<file path="src/design/rf_params.svh">
`ifndef RF_PARAMS_SVH
`define RF_PARAMS_SVH

// GPIO word layout
`define RF_NB_GPIO      32
`define RF_NB_ADDR      9
`define RF_NB_DATA      22
`define RF_ENABLE_BIT   31

// PCS block and breaker widths
`define PCS_NB_BLOCK    66
`define PCS_NB_CNT      10
`define PCS_NB_ERR_CNT  16

// Block lock thresholds
`define PCS_LOCK_GOOD   64
`define PCS_WINDOW      64
`define PCS_NB_INVALID  6

`endif

</file>
<file path="src/design/pcs_pkg.sv">
`default_nettype none
`include "rf_params.svh"

package pcs_pkg;

    // Sync header sits in the two top bits of a block
    typedef logic [`PCS_NB_BLOCK-1:0]   pcs_block_t;
    typedef logic [1:0]                 pcs_sh_t;

    localparam pcs_sh_t SH_DATA = 2'b01;
    localparam pcs_sh_t SH_CTRL = 2'b10;
    localparam pcs_sh_t SH_BAD  = 2'b00;

    typedef enum logic [1:0] {
        BRK_OFF      = 2'd0,
        BRK_ALWAYS   = 2'd1,
        BRK_PERIODIC = 2'd2
    } brk_mode_e;

    typedef enum logic {
        ST_UNLOCKED = 1'b0,
        ST_LOCKED   = 1'b1
    } lock_state_e;

    typedef logic [`PCS_NB_CNT-1:0]     brk_cnt_t;
    typedef logic [`PCS_NB_ERR_CNT-1:0] err_cnt_t;

endpackage

`default_nettype wire

</file>
<file path="src/design/rf_pkg.sv">
`default_nettype none
`include "rf_params.svh"

package rf_pkg;

    typedef logic [`RF_NB_GPIO-1:0] gpio_t;
    typedef logic [`RF_NB_ADDR-1:0] rf_addr_t;
    typedef logic [`RF_NB_DATA-1:0] rf_data_t;

    // Write registers sit in the low page, status in the upper page
    typedef enum logic [`RF_NB_ADDR-1:0] {
        ADDR_CTRL       = 9'h000,
        ADDR_BRK_MODE   = 9'h001,
        ADDR_BRK_BURST  = 9'h002,
        ADDR_BRK_PERIOD = 9'h003,
        ADDR_INV_LIMIT  = 9'h004,
        ADDR_COR_ERR    = 9'h005,
        ADDR_STATUS     = 9'h100,
        ADDR_ERR_COUNT  = 9'h101
    } rf_addr_e;

    // CTRL register bits
    localparam int CTRL_SOFT_RST = 0;
    localparam int CTRL_GEN_EN   = 1;
    localparam int CTRL_CHK_EN   = 2;

    // STATUS register bits
    localparam int STATUS_LOCK   = 0;

endpackage

`default_nettype wire

</file>
<file path="src/design/pcs_frame_gen.sv">
`timescale 1ns/1ns
`default_nettype none
`include "rf_params.svh"

module pcs_frame_gen (
    input  wire                 i_clock,
    input  wire                 i_rst,
    input  wire                 i_enable,
    output pcs_pkg::pcs_block_t o_block,
    output logic                o_valid
);

    localparam int NB_PAYLOAD = `PCS_NB_BLOCK - 2;

    logic [NB_PAYLOAD-1:0] payload_cnt;

    // Counter holds its value while disabled
    always_ff @(posedge i_clock) begin
        if (i_rst) begin
            payload_cnt <= '0;
            o_valid     <= 1'b0;
        end else begin
            o_valid <= i_enable;
            if (i_enable) begin
                payload_cnt <= payload_cnt + 1'b1;
            end
        end
    end

    always_ff @(posedge i_clock) begin
        if (i_enable) begin
            o_block <= {pcs_pkg::SH_DATA, payload_cnt};
        end
    end

endmodule

`default_nettype wire

</file>
<file path="src/design/pcs_sh_breaker.sv">
`timescale 1ns/1ns
`default_nettype none
`include "rf_params.svh"

module pcs_sh_breaker (
    input  wire                         i_clock,
    input  wire                         i_rst,
    input  wire                         i_update,
    input  wire pcs_pkg::brk_mode_e     i_mode,
    input  wire pcs_pkg::brk_cnt_t      i_burst,
    input  wire pcs_pkg::brk_cnt_t      i_period,
    input  wire pcs_pkg::pcs_block_t    i_block,
    input  wire                         i_valid,
    output pcs_pkg::pcs_block_t         o_block,
    output logic                        o_valid
);

    pcs_pkg::brk_mode_e mode_q;
    pcs_pkg::brk_cnt_t  burst_q;
    pcs_pkg::brk_cnt_t  period_q;
    pcs_pkg::brk_cnt_t  phase;
    logic               corrupt;

    always_comb begin
        corrupt = 1'b0;
        if (i_valid) begin
            case (mode_q)
                pcs_pkg::BRK_ALWAYS: begin
                    corrupt = 1'b1;
                end
                // Zero period disables periodic breaking
                pcs_pkg::BRK_PERIODIC: begin
                    corrupt = (period_q != '0) && (phase < burst_q);
                end
                default: begin
                    corrupt = 1'b0;
                end
            endcase
        end
    end

    // Config load and phase restart on update
    always_ff @(posedge i_clock) begin
        if (i_rst) begin
            mode_q   <= pcs_pkg::BRK_OFF;
            burst_q  <= '0;
            period_q <= '0;
            phase    <= '0;
        end else if (i_update) begin
            mode_q   <= i_mode;
            burst_q  <= i_burst;
            period_q <= i_period;
            phase    <= '0;
        end else if (i_valid) begin
            if (phase >= period_q - 1'b1) begin
                phase <= '0;
            end else begin
                phase <= phase + 1'b1;
            end
        end
    end

    always_ff @(posedge i_clock) begin
        if (i_rst) begin
            o_valid <= 1'b0;
        end else begin
            o_valid <= i_valid;
        end
    end

    // Payload passes untouched
    always_ff @(posedge i_clock) begin
        if (corrupt) begin
            o_block <= {pcs_pkg::SH_BAD, i_block[`PCS_NB_BLOCK-3:0]};
        end else begin
            o_block <= i_block;
        end
    end

endmodule

`default_nettype wire

</file>
<file path="src/design/pcs_sh_checker.sv">
`timescale 1ns/1ns
`default_nettype none
`include "rf_params.svh"

module pcs_sh_checker (
    input  wire                         i_clock,
    input  wire                         i_rst,
    input  wire                         i_enable,
    input  wire [`PCS_NB_INVALID-1:0]   i_inv_limit,
    input  wire                         i_cor,
    input  wire pcs_pkg::pcs_block_t    i_block,
    input  wire                         i_valid,
    output logic                        o_block_lock,
    output pcs_pkg::err_cnt_t           o_err_snapshot
);

    localparam int NB_GOOD = $clog2(`PCS_LOCK_GOOD + 1);
    localparam int NB_WIN  = $clog2(`PCS_WINDOW);
    localparam int NB_INV  = `PCS_NB_INVALID;

    pcs_pkg::lock_state_e   state;
    logic [NB_GOOD-1:0]     good_cnt;
    logic [NB_WIN-1:0]      win_cnt;
    logic [NB_INV-1:0]      inv_cnt;
    logic [NB_INV:0]        inv_next;
    pcs_pkg::pcs_sh_t       sh;
    pcs_pkg::err_cnt_t      err_cnt;
    logic                   sh_ok;
    logic                   blk;
    logic                   inv_hit;
    logic                   lose_lock;

    assign sh        = i_block[`PCS_NB_BLOCK-1 -: 2];
    assign sh_ok     = (sh == pcs_pkg::SH_DATA) || (sh == pcs_pkg::SH_CTRL);
    assign blk       = i_valid & i_enable;
    assign inv_hit   = blk & ~sh_ok;
    assign inv_next  = {1'b0, inv_cnt} + (NB_INV + 1)'(inv_hit);
    // Limit of zero never drops lock
    assign lose_lock = (i_inv_limit != '0) && (inv_next >= {1'b0, i_inv_limit});

    assign o_block_lock = (state == pcs_pkg::ST_LOCKED);

    always_ff @(posedge i_clock) begin
        if (i_rst) begin
            state    <= pcs_pkg::ST_UNLOCKED;
            good_cnt <= '0;
            win_cnt  <= '0;
            inv_cnt  <= '0;
        end else if (blk) begin
            case (state)
                pcs_pkg::ST_UNLOCKED: begin
                    if (!sh_ok) begin
                        good_cnt <= '0;
                    end else if (good_cnt == NB_GOOD'(`PCS_LOCK_GOOD - 1)) begin
                        state    <= pcs_pkg::ST_LOCKED;
                        good_cnt <= '0;
                        win_cnt  <= '0;
                        inv_cnt  <= '0;
                    end else begin
                        good_cnt <= good_cnt + 1'b1;
                    end
                end
                pcs_pkg::ST_LOCKED: begin
                    if (lose_lock) begin
                        state   <= pcs_pkg::ST_UNLOCKED;
                        win_cnt <= '0;
                        inv_cnt <= '0;
                    end else if (win_cnt == NB_WIN'(`PCS_WINDOW - 1)) begin
                        // Window closed, start a fresh count
                        win_cnt <= '0;
                        inv_cnt <= '0;
                    end else begin
                        win_cnt <= win_cnt + 1'b1;
                        inv_cnt <= inv_next[NB_INV-1:0];
                    end
                end
                default: begin
                    state <= pcs_pkg::ST_UNLOCKED;
                end
            endcase
        end
    end

    // Clear-on-read keeps a header seen in the same cycle
    always_ff @(posedge i_clock) begin
        if (i_rst) begin
            err_cnt        <= '0;
            o_err_snapshot <= '0;
        end else if (i_cor) begin
            o_err_snapshot <= err_cnt;
            err_cnt        <= pcs_pkg::err_cnt_t'(inv_hit);
        end else if (inv_hit && (err_cnt != '1)) begin
            err_cnt <= err_cnt + 1'b1;
        end
    end

endmodule

`default_nettype wire

</file>
<file path="src/design/rf_read_mux.sv">
`timescale 1ns/1ns
`default_nettype none

module rf_read_mux (
    input  wire                     i_clock,
    input  wire                     i_rst,
    input  wire rf_pkg::rf_addr_t   i_addr,
    input  wire                     i_block_lock,
    input  wire pcs_pkg::err_cnt_t  i_err_snapshot,
    output rf_pkg::gpio_t           o_gpio_data
);

    rf_pkg::gpio_t status_word;

    always_comb begin
        status_word = '0;
        status_word[rf_pkg::STATUS_LOCK] = i_block_lock;
    end

    // One cycle behind the address, unknown addresses read zero
    always_ff @(posedge i_clock) begin
        if (i_rst) begin
            o_gpio_data <= '0;
        end else begin
            case (rf_pkg::rf_addr_e'(i_addr))
                rf_pkg::ADDR_STATUS: begin
                    o_gpio_data <= status_word;
                end
                rf_pkg::ADDR_ERR_COUNT: begin
                    o_gpio_data <= rf_pkg::gpio_t'(i_err_snapshot);
                end
                default: begin
                    o_gpio_data <= '0;
                end
            endcase
        end
    end

endmodule

`default_nettype wire

</file>
<file path="src/design/rf_toplevel.sv">
`timescale 1ns/1ns
`default_nettype none
`include "rf_params.svh"

module rf_toplevel (
    input  wire                 i_clock,
    input  wire                 i_rst,
    input  wire rf_pkg::gpio_t  i_gpio_data,
    output rf_pkg::gpio_t       o_gpio_data
);

    logic                           rf_enable;
    rf_pkg::rf_addr_t               rf_addr;
    rf_pkg::rf_data_t               rf_data;

    logic                           soft_rst;
    logic                           pipe_rst;
    logic                           gen_enable;
    logic                           chk_enable;
    logic                           brk_update;
    pcs_pkg::brk_mode_e             brk_mode;
    pcs_pkg::brk_cnt_t              brk_burst;
    pcs_pkg::brk_cnt_t              brk_period;
    logic [`PCS_NB_INVALID-1:0]     inv_limit;
    logic                           cor_err;

    pcs_pkg::pcs_block_t            gen_block;
    logic                           gen_valid;
    pcs_pkg::pcs_block_t            brk_block;
    logic                           brk_valid;
    logic                           block_lock;
    pcs_pkg::err_cnt_t              err_snapshot;

    // GPIO word is enable, address, data from MSB down
    assign rf_enable = i_gpio_data[`RF_ENABLE_BIT];
    assign rf_addr   = i_gpio_data[`RF_ENABLE_BIT-1 -: `RF_NB_ADDR];
    assign rf_data   = i_gpio_data[`RF_NB_DATA-1:0];

    assign pipe_rst  = i_rst | soft_rst;

    rf_write u_rf_write (
        .i_clock      (i_clock),
        .i_rst        (i_rst),
        .i_enable     (rf_enable),
        .i_addr       (rf_addr),
        .i_data       (rf_data),
        .o_soft_rst   (soft_rst),
        .o_gen_enable (gen_enable),
        .o_chk_enable (chk_enable),
        .o_brk_update (brk_update),
        .o_brk_mode   (brk_mode),
        .o_brk_burst  (brk_burst),
        .o_brk_period (brk_period),
        .o_inv_limit  (inv_limit),
        .o_cor_err    (cor_err)
    );

    rf_read_mux u_rf_read_mux (
        .i_clock        (i_clock),
        .i_rst          (i_rst),
        .i_addr         (rf_addr),
        .i_block_lock   (block_lock),
        .i_err_snapshot (err_snapshot),
        .o_gpio_data    (o_gpio_data)
    );

    pcs_frame_gen u_pcs_frame_gen (
        .i_clock  (i_clock),
        .i_rst    (pipe_rst),
        .i_enable (gen_enable),
        .o_block  (gen_block),
        .o_valid  (gen_valid)
    );

    pcs_sh_breaker u_pcs_sh_breaker (
        .i_clock  (i_clock),
        .i_rst    (pipe_rst),
        .i_update (brk_update),
        .i_mode   (brk_mode),
        .i_burst  (brk_burst),
        .i_period (brk_period),
        .i_block  (gen_block),
        .i_valid  (gen_valid),
        .o_block  (brk_block),
        .o_valid  (brk_valid)
    );

    pcs_sh_checker u_pcs_sh_checker (
        .i_clock        (i_clock),
        .i_rst          (pipe_rst),
        .i_enable       (chk_enable),
        .i_inv_limit    (inv_limit),
        .i_cor          (cor_err),
        .i_block        (brk_block),
        .i_valid        (brk_valid),
        .o_block_lock   (block_lock),
        .o_err_snapshot (err_snapshot)
    );

endmodule

`default_nettype wire

</file>
<file path="src/design/rf_write.sv">
`timescale 1ns/1ns
`default_nettype none
`include "rf_params.svh"

module rf_write (
    input  wire                         i_clock,
    input  wire                         i_rst,
    input  wire                         i_enable,
    input  wire rf_pkg::rf_addr_t       i_addr,
    input  wire rf_pkg::rf_data_t       i_data,
    output logic                        o_soft_rst,
    output logic                        o_gen_enable,
    output logic                        o_chk_enable,
    output logic                        o_brk_update,
    output pcs_pkg::brk_mode_e          o_brk_mode,
    output pcs_pkg::brk_cnt_t           o_brk_burst,
    output pcs_pkg::brk_cnt_t           o_brk_period,
    output logic [`PCS_NB_INVALID-1:0]  o_inv_limit,
    output logic                        o_cor_err
);

    logic enable_q;
    logic wr_stb;

    // Write fires once per rising edge of the enable bit
    assign wr_stb = i_enable & ~enable_q;

    always_ff @(posedge i_clock) begin
        if (i_rst) begin
            enable_q     <= 1'b0;
            o_soft_rst   <= 1'b0;
            o_gen_enable <= 1'b0;
            o_chk_enable <= 1'b0;
            o_brk_update <= 1'b0;
            o_brk_mode   <= pcs_pkg::BRK_OFF;
            o_brk_burst  <= '0;
            o_brk_period <= '0;
            o_inv_limit  <= '0;
            o_cor_err    <= 1'b0;
        end else begin
            enable_q     <= i_enable;
            o_brk_update <= 1'b0;
            o_cor_err    <= 1'b0;
            if (wr_stb) begin
                case (rf_pkg::rf_addr_e'(i_addr))
                    rf_pkg::ADDR_CTRL: begin
                        o_soft_rst   <= i_data[rf_pkg::CTRL_SOFT_RST];
                        o_gen_enable <= i_data[rf_pkg::CTRL_GEN_EN];
                        o_chk_enable <= i_data[rf_pkg::CTRL_CHK_EN];
                    end
                    // Mode write also commits burst and period to the breaker
                    rf_pkg::ADDR_BRK_MODE: begin
                        o_brk_mode   <= pcs_pkg::brk_mode_e'(i_data[1:0]);
                        o_brk_update <= 1'b1;
                    end
                    rf_pkg::ADDR_BRK_BURST: begin
                        o_brk_burst <= i_data[`PCS_NB_CNT-1:0];
                    end
                    rf_pkg::ADDR_BRK_PERIOD: begin
                        o_brk_period <= i_data[`PCS_NB_CNT-1:0];
                    end
                    rf_pkg::ADDR_INV_LIMIT: begin
                        o_inv_limit <= i_data[`PCS_NB_INVALID-1:0];
                    end
                    rf_pkg::ADDR_COR_ERR: begin
                        o_cor_err <= 1'b1;
                    end
                    default: ;
                endcase
            end
        end
    end

endmodule

`default_nettype wire

</file>
<file path="config.mk">
export PLATFORM = sky130hd
export DESIGN_NAME = rf_toplevel
export DESIGN_NICKNAME = d
export VERILOG_FILES = /design/src/design/pcs_pkg.sv /design/src/design/rf_pkg.sv /design/src/design/pcs_frame_gen.sv /design/src/design/pcs_sh_breaker.sv /design/src/design/pcs_sh_checker.sv /design/src/design/rf_read_mux.sv /design/src/design/rf_toplevel.sv /design/src/design/rf_write.sv
export VERILOG_INCLUDE_DIRS = /design/src /design/src/design
export SDC_FILE = /design/constraint.sdc
export NUM_CORES = 1
export LEC_CHECK = 0
export BUFFER_PORTS_ARGS = -buffer_cell sky130_fd_sc_hd__buf_2
export CAP_MARGIN = 20
export CORE_MARGIN = 2
export CORE_UTILIZATION = 55
export CTS_CLUSTER_SIZE = 12
export DETAILED_ROUTE_END_ITERATION = 8
export GPL_ROUTABILITY_DRIVEN = 0
export GPL_TIMING_DRIVEN = 0
export PLACE_DENSITY_LB_ADDON = 0.12
export SETUP_SLACK_MARGIN = 0.1
export SYNTH_ARGS = -nofsm -noshare
export SYNTH_HDL_FRONTEND = slang
export SYNTH_SLANG_ARGS = --single-unit
</file>
<file path="constraint.sdc">
create_clock -name i_clock -period 4.1 [get_ports i_clock]
set_input_delay 0 -clock i_clock [delete_from_list [all_inputs] [get_ports i_clock]]
set_output_delay 0 -clock i_clock [all_outputs]
set_load 0.02 [all_outputs]
</file>
==> flow_summary_export.csv <==
group,metric,value,unit
clock_tree,clk_latency,0.42,ns
drt,dr.first_iter.drc_count,205,
synthesis,ys_seq_area_frac,0.4410,
clock_tree,htreeDepth,4,
synthesis,syn_inst,682,
setup_path,r2r_slack,0.60,ns
sta,tightestPinTransition,0.8357,ns
synthesis,yosysWarnings,0,
die,initial_core_util,0.5688,
setup_path,cp-end-kind,"register",
final_layout,drive_above_1_share,0.1263,
final_layout,area_delta_synth_final,18.81,%
setup_path,reg2reg_depth,15,
setup_path,critPathMaxStageDelay,0.36,ns
setup_path,worstPathArrival,3.85,ns
pwr,leakagePower,0.003062,µW
setup_path,rr_endpoint,"u_pcs_sh_checker.inv_cnt[4]",
die,die_w,110.3,µm
sta,hold_viol,0,
setup_path,slowest_stage,"dfxtp_1",
drt,firstDrtPassIters,4,
global_route,antenna_found_initial,0,
sta,setup_viol,0,
clock_tree,clockRootBuffer,"clkbuf_16",
global_route,grt_pass1_wl,21.78,mm
placement,dp_hpwl,9.322,mm
clock_tree,cts_tree,"yes",
synthesis,synth_xor_area_frac,0.04788,
clock_tree,clockBufferDepth,2,
clock_tree,cts.sinks,137,
final_layout,num_antenna_cells,0,
drt,vias,4859,
setup_path,cp_num_buf_inv,1,
drt,routed_wirelength,13.00,mm
global_route,grt_remaining_overflow,0,
drt,drt_drc_violations_left,0,
clock_tree,postCtsSetupBuffers,0,
sta,relSlewSlack,0.4429,
final_layout,most-common-layout-cells,"137 x dfxtp_1, 123 x nor2_1, 72 x mux2i_1",
synthesis,yosys.area_share.simple,0.2084,
setup_path,setup.worst_path.start_class,"register",
die,dieArea,12170,µm²
global_route,grt_pass1_vias,4626,
synthesis,syn_area,6220,µm²
synthesis,synth_top_family_by_area,"simple AND/OR/NAND/NOR gates",
synthesis,ys_top_cells_by_area,"dfxtp_1 44%, mux2i_1 12%, nor2_1 7.4%",
pwr,ir_worst_vdd,0.0003328,V
synthesis,ys_ff_latch,137,
min_path,min-delay-start,"i_gpio_data[28]",
drt,via_per_inst,5.259,
job,maxCapViolations,0,
drt,ant_nets,0,
sta,fmax,285.4,MHz
clock_tree,clkTransAtPathRegs,0.06,ns
placement,placed_area,6636,µm²
die,core,10940,µm²
min_path,hold_path.class,"primary input to register",
synthesis,synth_compound_area_frac,0.06095,
die,die_y,110.3,µm
final_layout,num-nets-final,840,
setup_path,crit_family,"simple AND/OR/NAND/NOR gates",
pwr,powerDensity,393.8,nW/µm²
sta,slew_viol_final,0,
sta,min_period_over_period,0.8545,
status,status,"finished, final reports clean",
setup_path,crit_required,4.45,ns
min_path,worstHoldEndpoint,"u_rf_write.o_brk_update",
global_route,grt_use_total,0.2345,
placement,numPortBuffers,37,
sta,fin_setup_tns,0,ns
synthesis,muxShareOfSynthArea,0.1159,
global_route,grt_max_degree,17,
setup_path,r2r_start,"u_pcs_sh_breaker.o_valid",
die,pin_count,66,
synthesis,syn_avg_cell_area,9.120,µm²
synthesis,synth_cell_type_count,53,
die,rows,38,
min_path,min_path_cells,5,
setup_path,worstPathCellList,"nand2_1 -> nor2_1 -> ha_1 -> ha_1 -> nand3_1 -> or2_2 -> nand2_1 -> ha_1 -> a21o_1 -> a221oi_1 -> o21ai_0 -> a21boi_1 -> buf_2 -> nand2_1 -> o221ai_1",
synthesis,synth_top_area_frac,0.4410,
final_layout,final_common_cell,"dfxtp_1",
synthesis,synthAdderAreaFrac,0.07041,
sta,rsz0062_at_grt,"no",
sta,period_needed,3.504,ns
sta,fin_skew,0.007674,ns
synthesis,ys.flop_type,"dfxtp_1",
drt,drt-wirelength-per-cell,14.07,µm
setup_path,worstSetupPathType,"register to register",
final_layout,design_area,7390,µm²
synthesis,yosys.area.top_type,"dfxtp_1",
setup_path,cp_max_fo,10,
synthesis,synth_edf_count,0,
synthesis,synth_async_sr_flop_share,0,
clock_tree,cts_inserted_buffers,17,
==> how the worst max path moves through the flow <==
stage | from | end | slack [ns] | depth (start not counted)
floorplan | u_pcs_sh_breaker.o_block[64] | u_pcs_sh_checker.win_cnt[2] | 1.17 | 15
global placement | u_pcs_sh_breaker.o_valid | u_pcs_sh_checker.inv_cnt[4] | 0.63 | 15
detailed placement | u_pcs_sh_breaker.o_valid | u_pcs_sh_checker.inv_cnt[4] | 0.58 | 15
CTS | u_pcs_sh_breaker.o_valid | u_pcs_sh_checker.inv_cnt[4] | 0.54 | 15
global route | u_rf_write.o_chk_enable | u_pcs_sh_checker.inv_cnt[0] | 0.18 | 15
finish | u_pcs_sh_breaker.o_valid | u_pcs_sh_checker.inv_cnt[4] | 0.60 | 15
==> through the flow <==
step                total power (µW)  hold WS [ns]  std cells  utilization  worst slack [ns]
floorplan                       1419        0.1282        697            -             1.172
global placement                1446        0.2305        874       0.6069            0.6342
detailed placement              1448        0.2340        874       0.6069            0.5846
CTS                             2927       0.01739        924       0.6757            0.5389
global route                    2988       0.03673        924       0.6757            0.1834
finish                          2910       0.02712        924       0.6757            0.5964
==> cell usage after synthesis (all sizes together) (18+ instances only) <==
cell,count
and2,19
buf,23
clkbuf,18
dfxtp,137
ha,35
inv,31
mux2i,72
nand2,39
nand3,22
nor2,125
o21ai,18
xnor2,21
==> final cells by class <==
cell class / count / area (µm²)
clock buffers: 20 / 446.7
multi-input cells: 488 / 3192
fillers: 860 / 3546
inverters: 31 / 116.4
repair buffers: 55 / 365.4
flip-flops and latches: 137 / 2743
well taps: 140 / 175.2
plain buffers: 41 / 225.2
clock inverters: 12 / 126.4
==> flip-flops by register name, indices dropped and copies added, names as in the netlist, 7 cells and up <==
name and count:
u_pcs_sh_breaker.burst_q 10, u_pcs_sh_checker.err_cnt 16, u_pcs_sh_breaker.period_q 10, u_rf_read_mux.o_gpio_data 16, u_pcs_sh_breaker.phase 10, u_rf_write.o_brk_period 10, u_rf_write.o_brk_burst 10, u_pcs_sh_checker.good_cnt 7
u_pcs_sh_checker.o_err_snapshot 16
==> report_power, final <==
group,switching [µW],internal (µW)
logic,56.8,40.3
registers,2.30,1330
clock network,572,906
total,631,2280
==> cells by family after synthesis <==
group | count (synthesis)
and+or+nand+nor | 271
DFF | 137
muxes | 72
buffers and inverters | 72
AOI/OAI and AO/OA | 60
adders and majority gates | 35
xor gates and xnor gates | 34
other | 1
==> what timing repair did <==
item | 4_1_cts | 5_1_grt
hold endpoints to repair | 35 | 0
hold buffers | 18 | 0
setup endpoints to repair | 0 | 2
gates resized for setup | 0 | 1
==> worst register-to-register path: stages (launching register included) <==
cell and delay [ns]:
dfxtp_1 0.36, nand2_1 0.19, nor2_1 0.23, ha_1 0.21, ha_1 0.25, nand3_1 0.12, or2_2 0.30, nand2_1 0.09
ha_1 0.24, a21o_1 0.16, a221oi_1 0.30, o21ai_0 0.19, a21boi_1 0.24, buf_2 0.24, nand2_1 0.13, o221ai_1 0.17
==> layer usage <==
layer  GRT usage  wire length, µm  share of wire  vias up
li1            -                -              -     2478
met1      0.2996             6250           0.48     2268
met2      0.3804             6069           0.47       92
met3     0.05232              429          0.033       21
met4      0.1036              250          0.019        0
met5           0                0              0        -
No activity file was read; power rests on OpenSTA's default activity.
